`src/design/icache_pkg.sv`:
```
// icache package with cache geometry, address and block types, and FSM state encodings
`default_nettype none

package icache_pkg;

	////////////////////
	// geometry
	////////////////////

	// two fetch ways share one cache
	localparam int NUM_WAYS = 2;

	// 8 bytes per block
	localparam int OFFSET_BITS = 3;
	localparam int INDEX_BITS = 5;
	localparam int TAG_BITS = 8;

	// direct mapped, one line per index
	localparam int NUM_LINES = 1 << INDEX_BITS;

	////////////////////
	// types
	////////////////////

	// byte address of a fetch, tag above index above offset
	typedef logic [TAG_BITS+INDEX_BITS+OFFSET_BITS-1:0] fetch_addr_t;

	// block address as carried on the bus
	typedef logic [TAG_BITS+INDEX_BITS-1:0] line_addr_t;

	typedef logic [INDEX_BITS-1:0] cache_index_t;
	typedef logic [TAG_BITS-1:0] cache_tag_t;

	// one cache block, same width as bus data
	typedef logic [63:0] block_t;

	// per-way miss handler
	typedef enum logic {
		MISS_IDLE,
		MISS_BUS
	} miss_state_t;

	// shared bus owner FSM
	typedef enum logic {
		ARB_IDLE,
		ARB_BUSY
	} arb_state_t;

endpackage

`default_nettype wire

```
`src/design/icache_mem.sv`:
```
// direct-mapped instruction cache storage with two tag-checked read ports and one refill port
`default_nettype none

module icache_mem import icache_pkg::*; (
	input logic clock,
	input logic rst_n,

	// refill write port
	input logic wr_en,
	input cache_index_t wr_index,
	input cache_tag_t wr_tag,
	input block_t wr_data,

	// fetch read ports
	input fetch_addr_t rd_addr_0,
	input fetch_addr_t rd_addr_1,
	output block_t rd_data_0,
	output block_t rd_data_1,
	output logic [NUM_WAYS-1:0] rd_valid
);

	// line storage
	block_t lines [NUM_LINES];
	cache_tag_t tags [NUM_LINES];
	logic [NUM_LINES-1:0] valid;

	// read ports gathered for the per-way lookup
	fetch_addr_t port_addr [NUM_WAYS];
	block_t port_data [NUM_WAYS];

	assign port_addr[0] = rd_addr_0;
	assign port_addr[1] = rd_addr_1;
	assign rd_data_0 = port_data[0];
	assign rd_data_1 = port_data[1];

	////////////////////
	// lookup
	////////////////////

	for (genvar i = 0; i < NUM_WAYS; i++) begin : g_port
		cache_index_t rd_index;
		cache_tag_t rd_tag;

		// split byte address, offset bits are ignored
		assign rd_index = port_addr[i][OFFSET_BITS +: INDEX_BITS];
		assign rd_tag = port_addr[i][OFFSET_BITS+INDEX_BITS +: TAG_BITS];

		// combinational, hit shows in the same cycle
		assign port_data[i] = lines[rd_index];
		assign rd_valid[i] = valid[rd_index] && (tags[rd_index] == rd_tag);
	end

	////////////////////
	// refill
	////////////////////

	// block and tag, overwritten on every refill
	always_ff @(posedge clock) begin
		if (wr_en) begin
			lines[wr_index] <= wr_data;
			tags[wr_index] <= wr_tag;
		end
	end

	// valid bits
	// a refill evicts whatever line held this index
	always_ff @(posedge clock) begin
		if (!rst_n) begin
			valid <= '0;
		end else if (wr_en) begin
			valid[wr_index] <= 1'b1;
		end
	end

endmodule

`default_nettype wire

```
`src/design/miss_handler.sv`:
```
// per-way miss handler that latches a missing block address and requests its refill
`default_nettype none

module miss_handler import icache_pkg::*; (
	input logic clock,
	input logic rst_n,

	// fetch side
	input logic en,
	input fetch_addr_t addr,
	input logic hit,

	// arbiter side
	input logic ack,
	output logic req,
	output line_addr_t req_adr
);

	miss_state_t state;
	logic miss;

	// only an enabled fetch can start a refill
	assign miss = en && !hit;

	////////////////////
	// state
	////////////////////

	always_ff @(posedge clock) begin
		if (!rst_n) begin
			state <= MISS_IDLE;
		end else begin
			case (state)
				MISS_IDLE: begin
					if (miss) begin
						state <= MISS_BUS;
					end
				end
				MISS_BUS: begin
					// stay until the owner ack, fetch address may have moved on
					if (ack) begin
						state <= MISS_IDLE;
					end
				end
				default: begin
					state <= MISS_IDLE;
				end
			endcase
		end
	end

	// block address, captured once per miss
	// frozen while the request is outstanding
	always_ff @(posedge clock) begin
		if (state == MISS_IDLE && miss) begin
			req_adr <= addr[OFFSET_BITS +: TAG_BITS+INDEX_BITS];
		end
	end

	// request held for the whole bus phase
	assign req = (state == MISS_BUS);

endmodule

`default_nettype wire

```
`src/design/bus_arbiter.sv`:
```
// round-robin owner of the shared Wishbone classic read bus for the two miss handlers
`default_nettype none

module bus_arbiter import icache_pkg::*; (
	input logic clock,
	input logic rst_n,

	// miss handlers
	input logic [NUM_WAYS-1:0] req,
	input line_addr_t req_adr_0,
	input line_addr_t req_adr_1,
	output logic [NUM_WAYS-1:0] grant_ack,

	// wishbone master
	output logic wb_cyc,
	output logic wb_stb,
	output line_addr_t wb_adr,
	input logic wb_ack
);

	arb_state_t state;

	// way that wins a tie
	logic prio;
	logic owner;

	// choice for the next transfer
	logic pick;
	line_addr_t pick_adr;

	////////////////////
	// selection
	////////////////////

	// a lone requester wins regardless of priority
	always_comb begin
		if (req[prio]) begin
			pick = prio;
		end else begin
			pick = !prio;
		end
	end

	assign pick_adr = pick ? req_adr_1 : req_adr_0;

	////////////////////
	// ownership
	////////////////////

	always_ff @(posedge clock) begin
		if (!rst_n) begin
			state <= ARB_IDLE;
			prio <= 1'b0;
			owner <= 1'b0;
		end else begin
			case (state)
				ARB_IDLE: begin
					if (|req) begin
						owner <= pick;
						state <= ARB_BUSY;
					end
				end
				ARB_BUSY: begin
					// the other way gets first pick next time
					if (wb_ack) begin
						prio <= !owner;
						state <= ARB_IDLE;
					end
				end
				default: begin
					state <= ARB_IDLE;
				end
			endcase
		end
	end

	// address stays put until ack
	always_ff @(posedge clock) begin
		if (state == ARB_IDLE && |req) begin
			wb_adr <= pick_adr;
		end
	end

	// cyc and stb move together, low in the cycle after ack
	assign wb_cyc = (state == ARB_BUSY);
	assign wb_stb = (state == ARB_BUSY);

	// ack routed only to the current owner
	always_comb begin
		grant_ack = '0;
		if (state == ARB_BUSY && wb_ack) begin
			grant_ack[owner] = 1'b1;
		end
	end

endmodule

`default_nettype wire

```
`src/design/icache_top.sv`:
```
// instruction cache top with two fetch ways, per-way miss handlers and a shared refill bus
`default_nettype none

module icache_top import icache_pkg::*; (
	input logic clock,
	input logic rst_n,

	// fetch ways
	input fetch_addr_t fetch_addr_0,
	input fetch_addr_t fetch_addr_1,
	input logic [NUM_WAYS-1:0] fetch_en,
	output block_t fetch_data_0,
	output block_t fetch_data_1,
	output logic [NUM_WAYS-1:0] fetch_valid,

	// wishbone classic, read only
	output logic wb_cyc,
	output logic wb_stb,
	output line_addr_t wb_adr,
	input block_t wb_dat_i,
	input logic wb_ack
);

	// handler to arbiter
	logic [NUM_WAYS-1:0] req;
	logic [NUM_WAYS-1:0] grant_ack;
	line_addr_t req_adr_0;
	line_addr_t req_adr_1;

	// refill target, taken straight off the bus address
	cache_index_t refill_index;
	cache_tag_t refill_tag;

	assign refill_index = wb_adr[INDEX_BITS-1:0];
	assign refill_tag = wb_adr[INDEX_BITS +: TAG_BITS];

	////////////////////
	// storage
	////////////////////

	// every bus ack is a refill write
	icache_mem mem0 (
		.clock(clock),
		.rst_n(rst_n),
		.wr_en(wb_ack),
		.wr_index(refill_index),
		.wr_tag(refill_tag),
		.wr_data(wb_dat_i),
		.rd_addr_0(fetch_addr_0),
		.rd_addr_1(fetch_addr_1),
		.rd_data_0(fetch_data_0),
		.rd_data_1(fetch_data_1),
		.rd_valid(fetch_valid)
	);

	////////////////////
	// miss handling
	////////////////////

	// hit of each way feeds its own handler
	miss_handler miss0 (
		.clock(clock),
		.rst_n(rst_n),
		.en(fetch_en[0]),
		.addr(fetch_addr_0),
		.hit(fetch_valid[0]),
		.ack(grant_ack[0]),
		.req(req[0]),
		.req_adr(req_adr_0)
	);

	miss_handler miss1 (
		.clock(clock),
		.rst_n(rst_n),
		.en(fetch_en[1]),
		.addr(fetch_addr_1),
		.hit(fetch_valid[1]),
		.ack(grant_ack[1]),
		.req(req[1]),
		.req_adr(req_adr_1)
	);

	// one transfer at a time on the memory bus
	bus_arbiter arb0 (
		.clock(clock),
		.rst_n(rst_n),
		.req(req),
		.req_adr_0(req_adr_0),
		.req_adr_1(req_adr_1),
		.grant_ack(grant_ack),
		.wb_cyc(wb_cyc),
		.wb_stb(wb_stb),
		.wb_adr(wb_adr),
		.wb_ack(wb_ack)
	);

endmodule

`default_nettype wire

```
`config.mk`:
```
export PLATFORM = sky130hd
export DESIGN_NAME = icache_top
export DESIGN_NICKNAME = d
export VERILOG_FILES = /design/src/design/icache_pkg.sv /design/src/design/icache_mem.sv /design/src/design/miss_handler.sv /design/src/design/bus_arbiter.sv /design/src/design/icache_top.sv
export SDC_FILE = /design/constraint.sdc
export NUM_CORES = 2
export LEC_CHECK = 0
export ABC_CLOCK_PERIOD_IN_PS = 10100
export BUFFER_PORTS_ARGS = -buffer_cell sky130_fd_sc_hd__buf_2
export CAP_MARGIN = 15
export CORE_MARGIN = 2
export CORE_UTILIZATION = 50
export CTS_BUF_LIST = sky130_fd_sc_hd__clkbuf_4 sky130_fd_sc_hd__clkbuf_8
export DETAILED_ROUTE_END_ITERATION = 10
export PLACE_DENSITY = 0.66
export SLEW_MARGIN = 20
export SYNTH_ARGS = -nofsm -noshare
export SYNTH_HDL_FRONTEND = slang
export SYNTH_SLANG_ARGS = --single-unit
```
`constraint.sdc`:
```
create_clock -name clock -period 10.1 [get_ports clock]
set_input_delay 0.505 -clock clock [delete_from_list [all_inputs] [get_ports clock]]
set_output_delay 0.505 -clock clock [all_outputs]
set_load 0.02 [all_outputs]
```
==> results.toml <==
[run_status]
status = "complete, no violations"

[drt]
wirelength_um = 308000
num_vias = 57900
dr.pass1.iters = 6
drc = 0
drt_iter0_drc = 7107
ant_nets = 0
via_per_inst = 6.78
avgRoutedWirePerCell_um = 36.1

[floorplanning]
die_w_um = 470
fp.dieH_um = 470
start_util_pct = 50.2
core_um2 = 217000
ios = 246
dieArea_um2 = 221000
num_rows = 171

[worst_hold_path]
hp-class = "input pin to register"

[clock_tree]
path_clk_slew_ns = 0.06
clk_latency_ns = 1.08
cts_tree = "yes"
cts_made_buffers = 410
cts_resized = 0
hold_buffers = 92
cts_root_buffer = "clkbuf_8"
cts_sinks = 2380
h-tree-depth = 5
post_cts_buffers = 0
max-clock-path-buffers = 4

[power_and_ir_drop]
p_clk_share_pct = 39.1
power_switching_uw = 5130
power_uw = 21600
combPwrFrac_pct = 9.3
swShare_pct = 23.8
powerDensity_nw_per_um2 = 177
p_seq_share_pct = 51.6
p_leak_uw = 0.0387
p_int_uw = 16500
vdd_ir_drop_max_mv = 0.159

[synth]
synth-edff-count = 2343
syn_nets = 4972
yosysSeqAreaShare_pct = 65.4
synthCells = 4871
synth-seq-cells = 2380
async_flop_share_pct = 0
syn-cell-area_um2 = 109000
postSynthAreaPerCell_um2 = 22.3
synth.top_cell.area_share_pct = 64.7
yosysTopAreaCell = "edfxtp_1"
synth_warnings = 0
synth_cell_type_count = 62
synth_area_leaders = "edfxtp_1 65%, mux4_2 28%, mux2i_1 1.0%"
synthFlopType = "edfxtp_1"

[sta]
slew_headroom_pct = 21.3
setup_tns_ns = 0
rsz0062_at_grt = "no"
post-route-period-util_pct = 60.6
layout_min_cycle_time_ns = 6.12
hold_viol_final = 0
slew_viol_final = 0
fmax_ghz = 0.163
fin_skew_ns = 0.0545
finalSetupViolations = 0
worst_pin_slew_ns = 1.18

[setup_path]
start_kind = "input pin"
critPathKind = "input pin to primary output"
crit_arrival_ns = 5.62
crit_chain = "dlygate4sd3_1, buf_8, buf_4, buf_4, mux2_1, o211ai_1, nand4_1, xor2_1, a2111oi_4, and4_4, buf_2"
end_kind = "primary output"
cp_top_family = "buffers and inverters"
cp_slowest_cell = "buf_4"
critPathRequiredTime_ns = 9.60
crit_buf_inv = 5
cpMostUsedCell = "buf_4"
slowest_delay_ns = 0.90
worstPathMaxFanout = 76

[grt]
grt_max_degree = 139
grt_antenna_before_repair = 19
globalRouteOverflowTotal = 0
grt_pass1_wl_um = 438000
grt_pass1_vias = 60500
track_usage_pct = 27.9

[job]
drv_cap = 0

[layout]
fin_nets = 5471
fillCellCount = 16000
final_cells = 8536
mostFrequentLayoutCell = "edfxtp_1"
seqCellArea_um2 = 71100
multiInputGateArea_um2 = 36100
most-common-layout-cells = "2343 x edfxtp_1, 1372 x mux4_2, 427 x clkbuf_8"
drive_gt1_share_pct = 43.9
area_delta_synth_final_pct = 12.2

[placed_design]
io_buffers = 239
dpl.cell_count = 7718
hpwl_um = 157000
gp_congestion = 0.783
power by group through the flow:
stage | Clock, uW | Sequential [uW] | Combinational [uW]
floorplan | 0 | 11400 | 1260
global placement | 0 | 11400 | 1970
detailed placement | 0 | 11400 | 1990
CTS | 8570 | 11200 | 2020
global route | 8970 | 11200 | 2110
finish | 8440 | 11200 | 2010
final cells by class:
class                      instances  area share (%)
clock buffer                     541            5.52
inverter                           8          0.0431
sequential                      2380            58.3
timing repair buffer             461            2.73
tap                             2854            2.93
multi-input combinational       2109            29.6
clock inverter                   169           0.817
antenna                           14          0.0287
kinds of logic (layout without fill, tap and decap cells):
group / Yosys count / count (layout) / synth area share [%]
XOR/XNOR: 15 / 15 / 0.121
flip-flops: 2380 / 2380 / 65.4
AO/OA/AOI/OAI: 137 / 137 / 0.931
other: 0 / 14 / 0
AND/OR/NAND/NOR: 384 / 384 / 1.56
buffers and inverters: 382 / 1179 / 1.58
multiplexers: 1573 / 1573 / 30.4
cell usage after synthesis, types with 2 or more instances:
| cell type | count |
|---|---|
| dfxtp_1 | 37 |
| buf_4 | 29 |
| clkbuf_1 | 169 |
| a22o_1 | 2 |
| nand4_1 | 7 |
| mux2_1 | 7 |
| nand3b_1 | 11 |
| and3_1 | 4 |
| a2111oi_0 | 2 |
| nor2_1 | 55 |
| a22oi_1 | 35 |
| nand2_1 | 230 |
| o31ai_1 | 2 |
| buf_6 | 7 |
| xor2_1 | 8 |
| a211oi_1 | 3 |
| nand2b_1 | 8 |
| nor3_1 | 6 |
| or3b_2 | 4 |
| buf_2 | 100 |
| a311oi_1 | 3 |
| mux2i_1 | 111 |
| buf_1 | 69 |
| nor4_1 | 5 |
| nand3_1 | 28 |
| or2_2 | 2 |
| nor2b_1 | 12 |
| a31oi_1 | 3 |
| o211ai_1 | 6 |
| and2_1 | 3 |
| o22ai_1 | 11 |
| xnor2_1 | 7 |
| o32ai_1 | 2 |
| o2bb2ai_1 | 2 |
| or3_1 | 2 |
| inv_1 | 7 |
| o21ai_0 | 3 |
| a21oi_1 | 17 |
| o311a_1 | 2 |
| o21a_1 | 33 |
| mux2_2 | 83 |
| edfxtp_1 | 2343 |
| mux4_2 | 1372 |
flip-flops by register name, summed over array words and instances (netlist names):
name and cells:
arb0.owner 1, arb0.prio 1, arb0.wb_adr 13, arb0.wb_cyc 1, mem0.lines 2048, mem0.tags 256, mem0.valid 32, miss0.req 1
miss0.req_adr 13, miss1.req 1, miss1.req_adr 13
per-layer routing:
metal	share of wire, %	vias to the layer above	GRT usage (%)	routed length [um]
met4	3.5	6	9.65	10700
li1	-	22600	-	-
met3	8.0	636	4.52	24500
met1	38	31700	37.6	116000
met2	51	2908	46.6	156000
met5	0.014	-	0	44
metrics by stage:
stage / utilization, % / hold slack, ns / cell area [um2] / setup WS, ns
2_1_floorplan: - / 0.452 / 109000 / 5.21
5_1_grt: 56.3 / 0.141 / 122000 / 3.73
4_1_cts: 56.3 / 0.108 / 122000 / 3.95
3_5_place_dp: 52.3 / 0.474 / 113000 / 4.55
6_report: 56.3 / 0.195 / 122000 / 3.98
3_3_place_gp: 52.3 / 0.464 / 113000 / 4.52
worst paths after layout:
| kind | from | to | slack, ns | cells past startpoint |
|---|---|---|---|---|
| setup / recovery | fetch_addr_1[4] | fetch_valid[1] | 3.98 | 11 |
| hold / removal | fetch_addr_0[15] | miss0.req_adr[12]$_DFFE_PP_ | 0.19 | 2 |
| setup reg to reg | arb0.wb_adr[0]$_DFFE_PP_ | mem0.lines[26][17]$_DFFE_PP_ | 5.91 | 4 |
| hold reg to reg | mem0.valid[22]$_SDFFE_PN0P_ | mem0.valid[22]$_SDFFE_PN0P_ | 0.49 | 1 |
No activity file was read; power rests on OpenSTA's default activity.
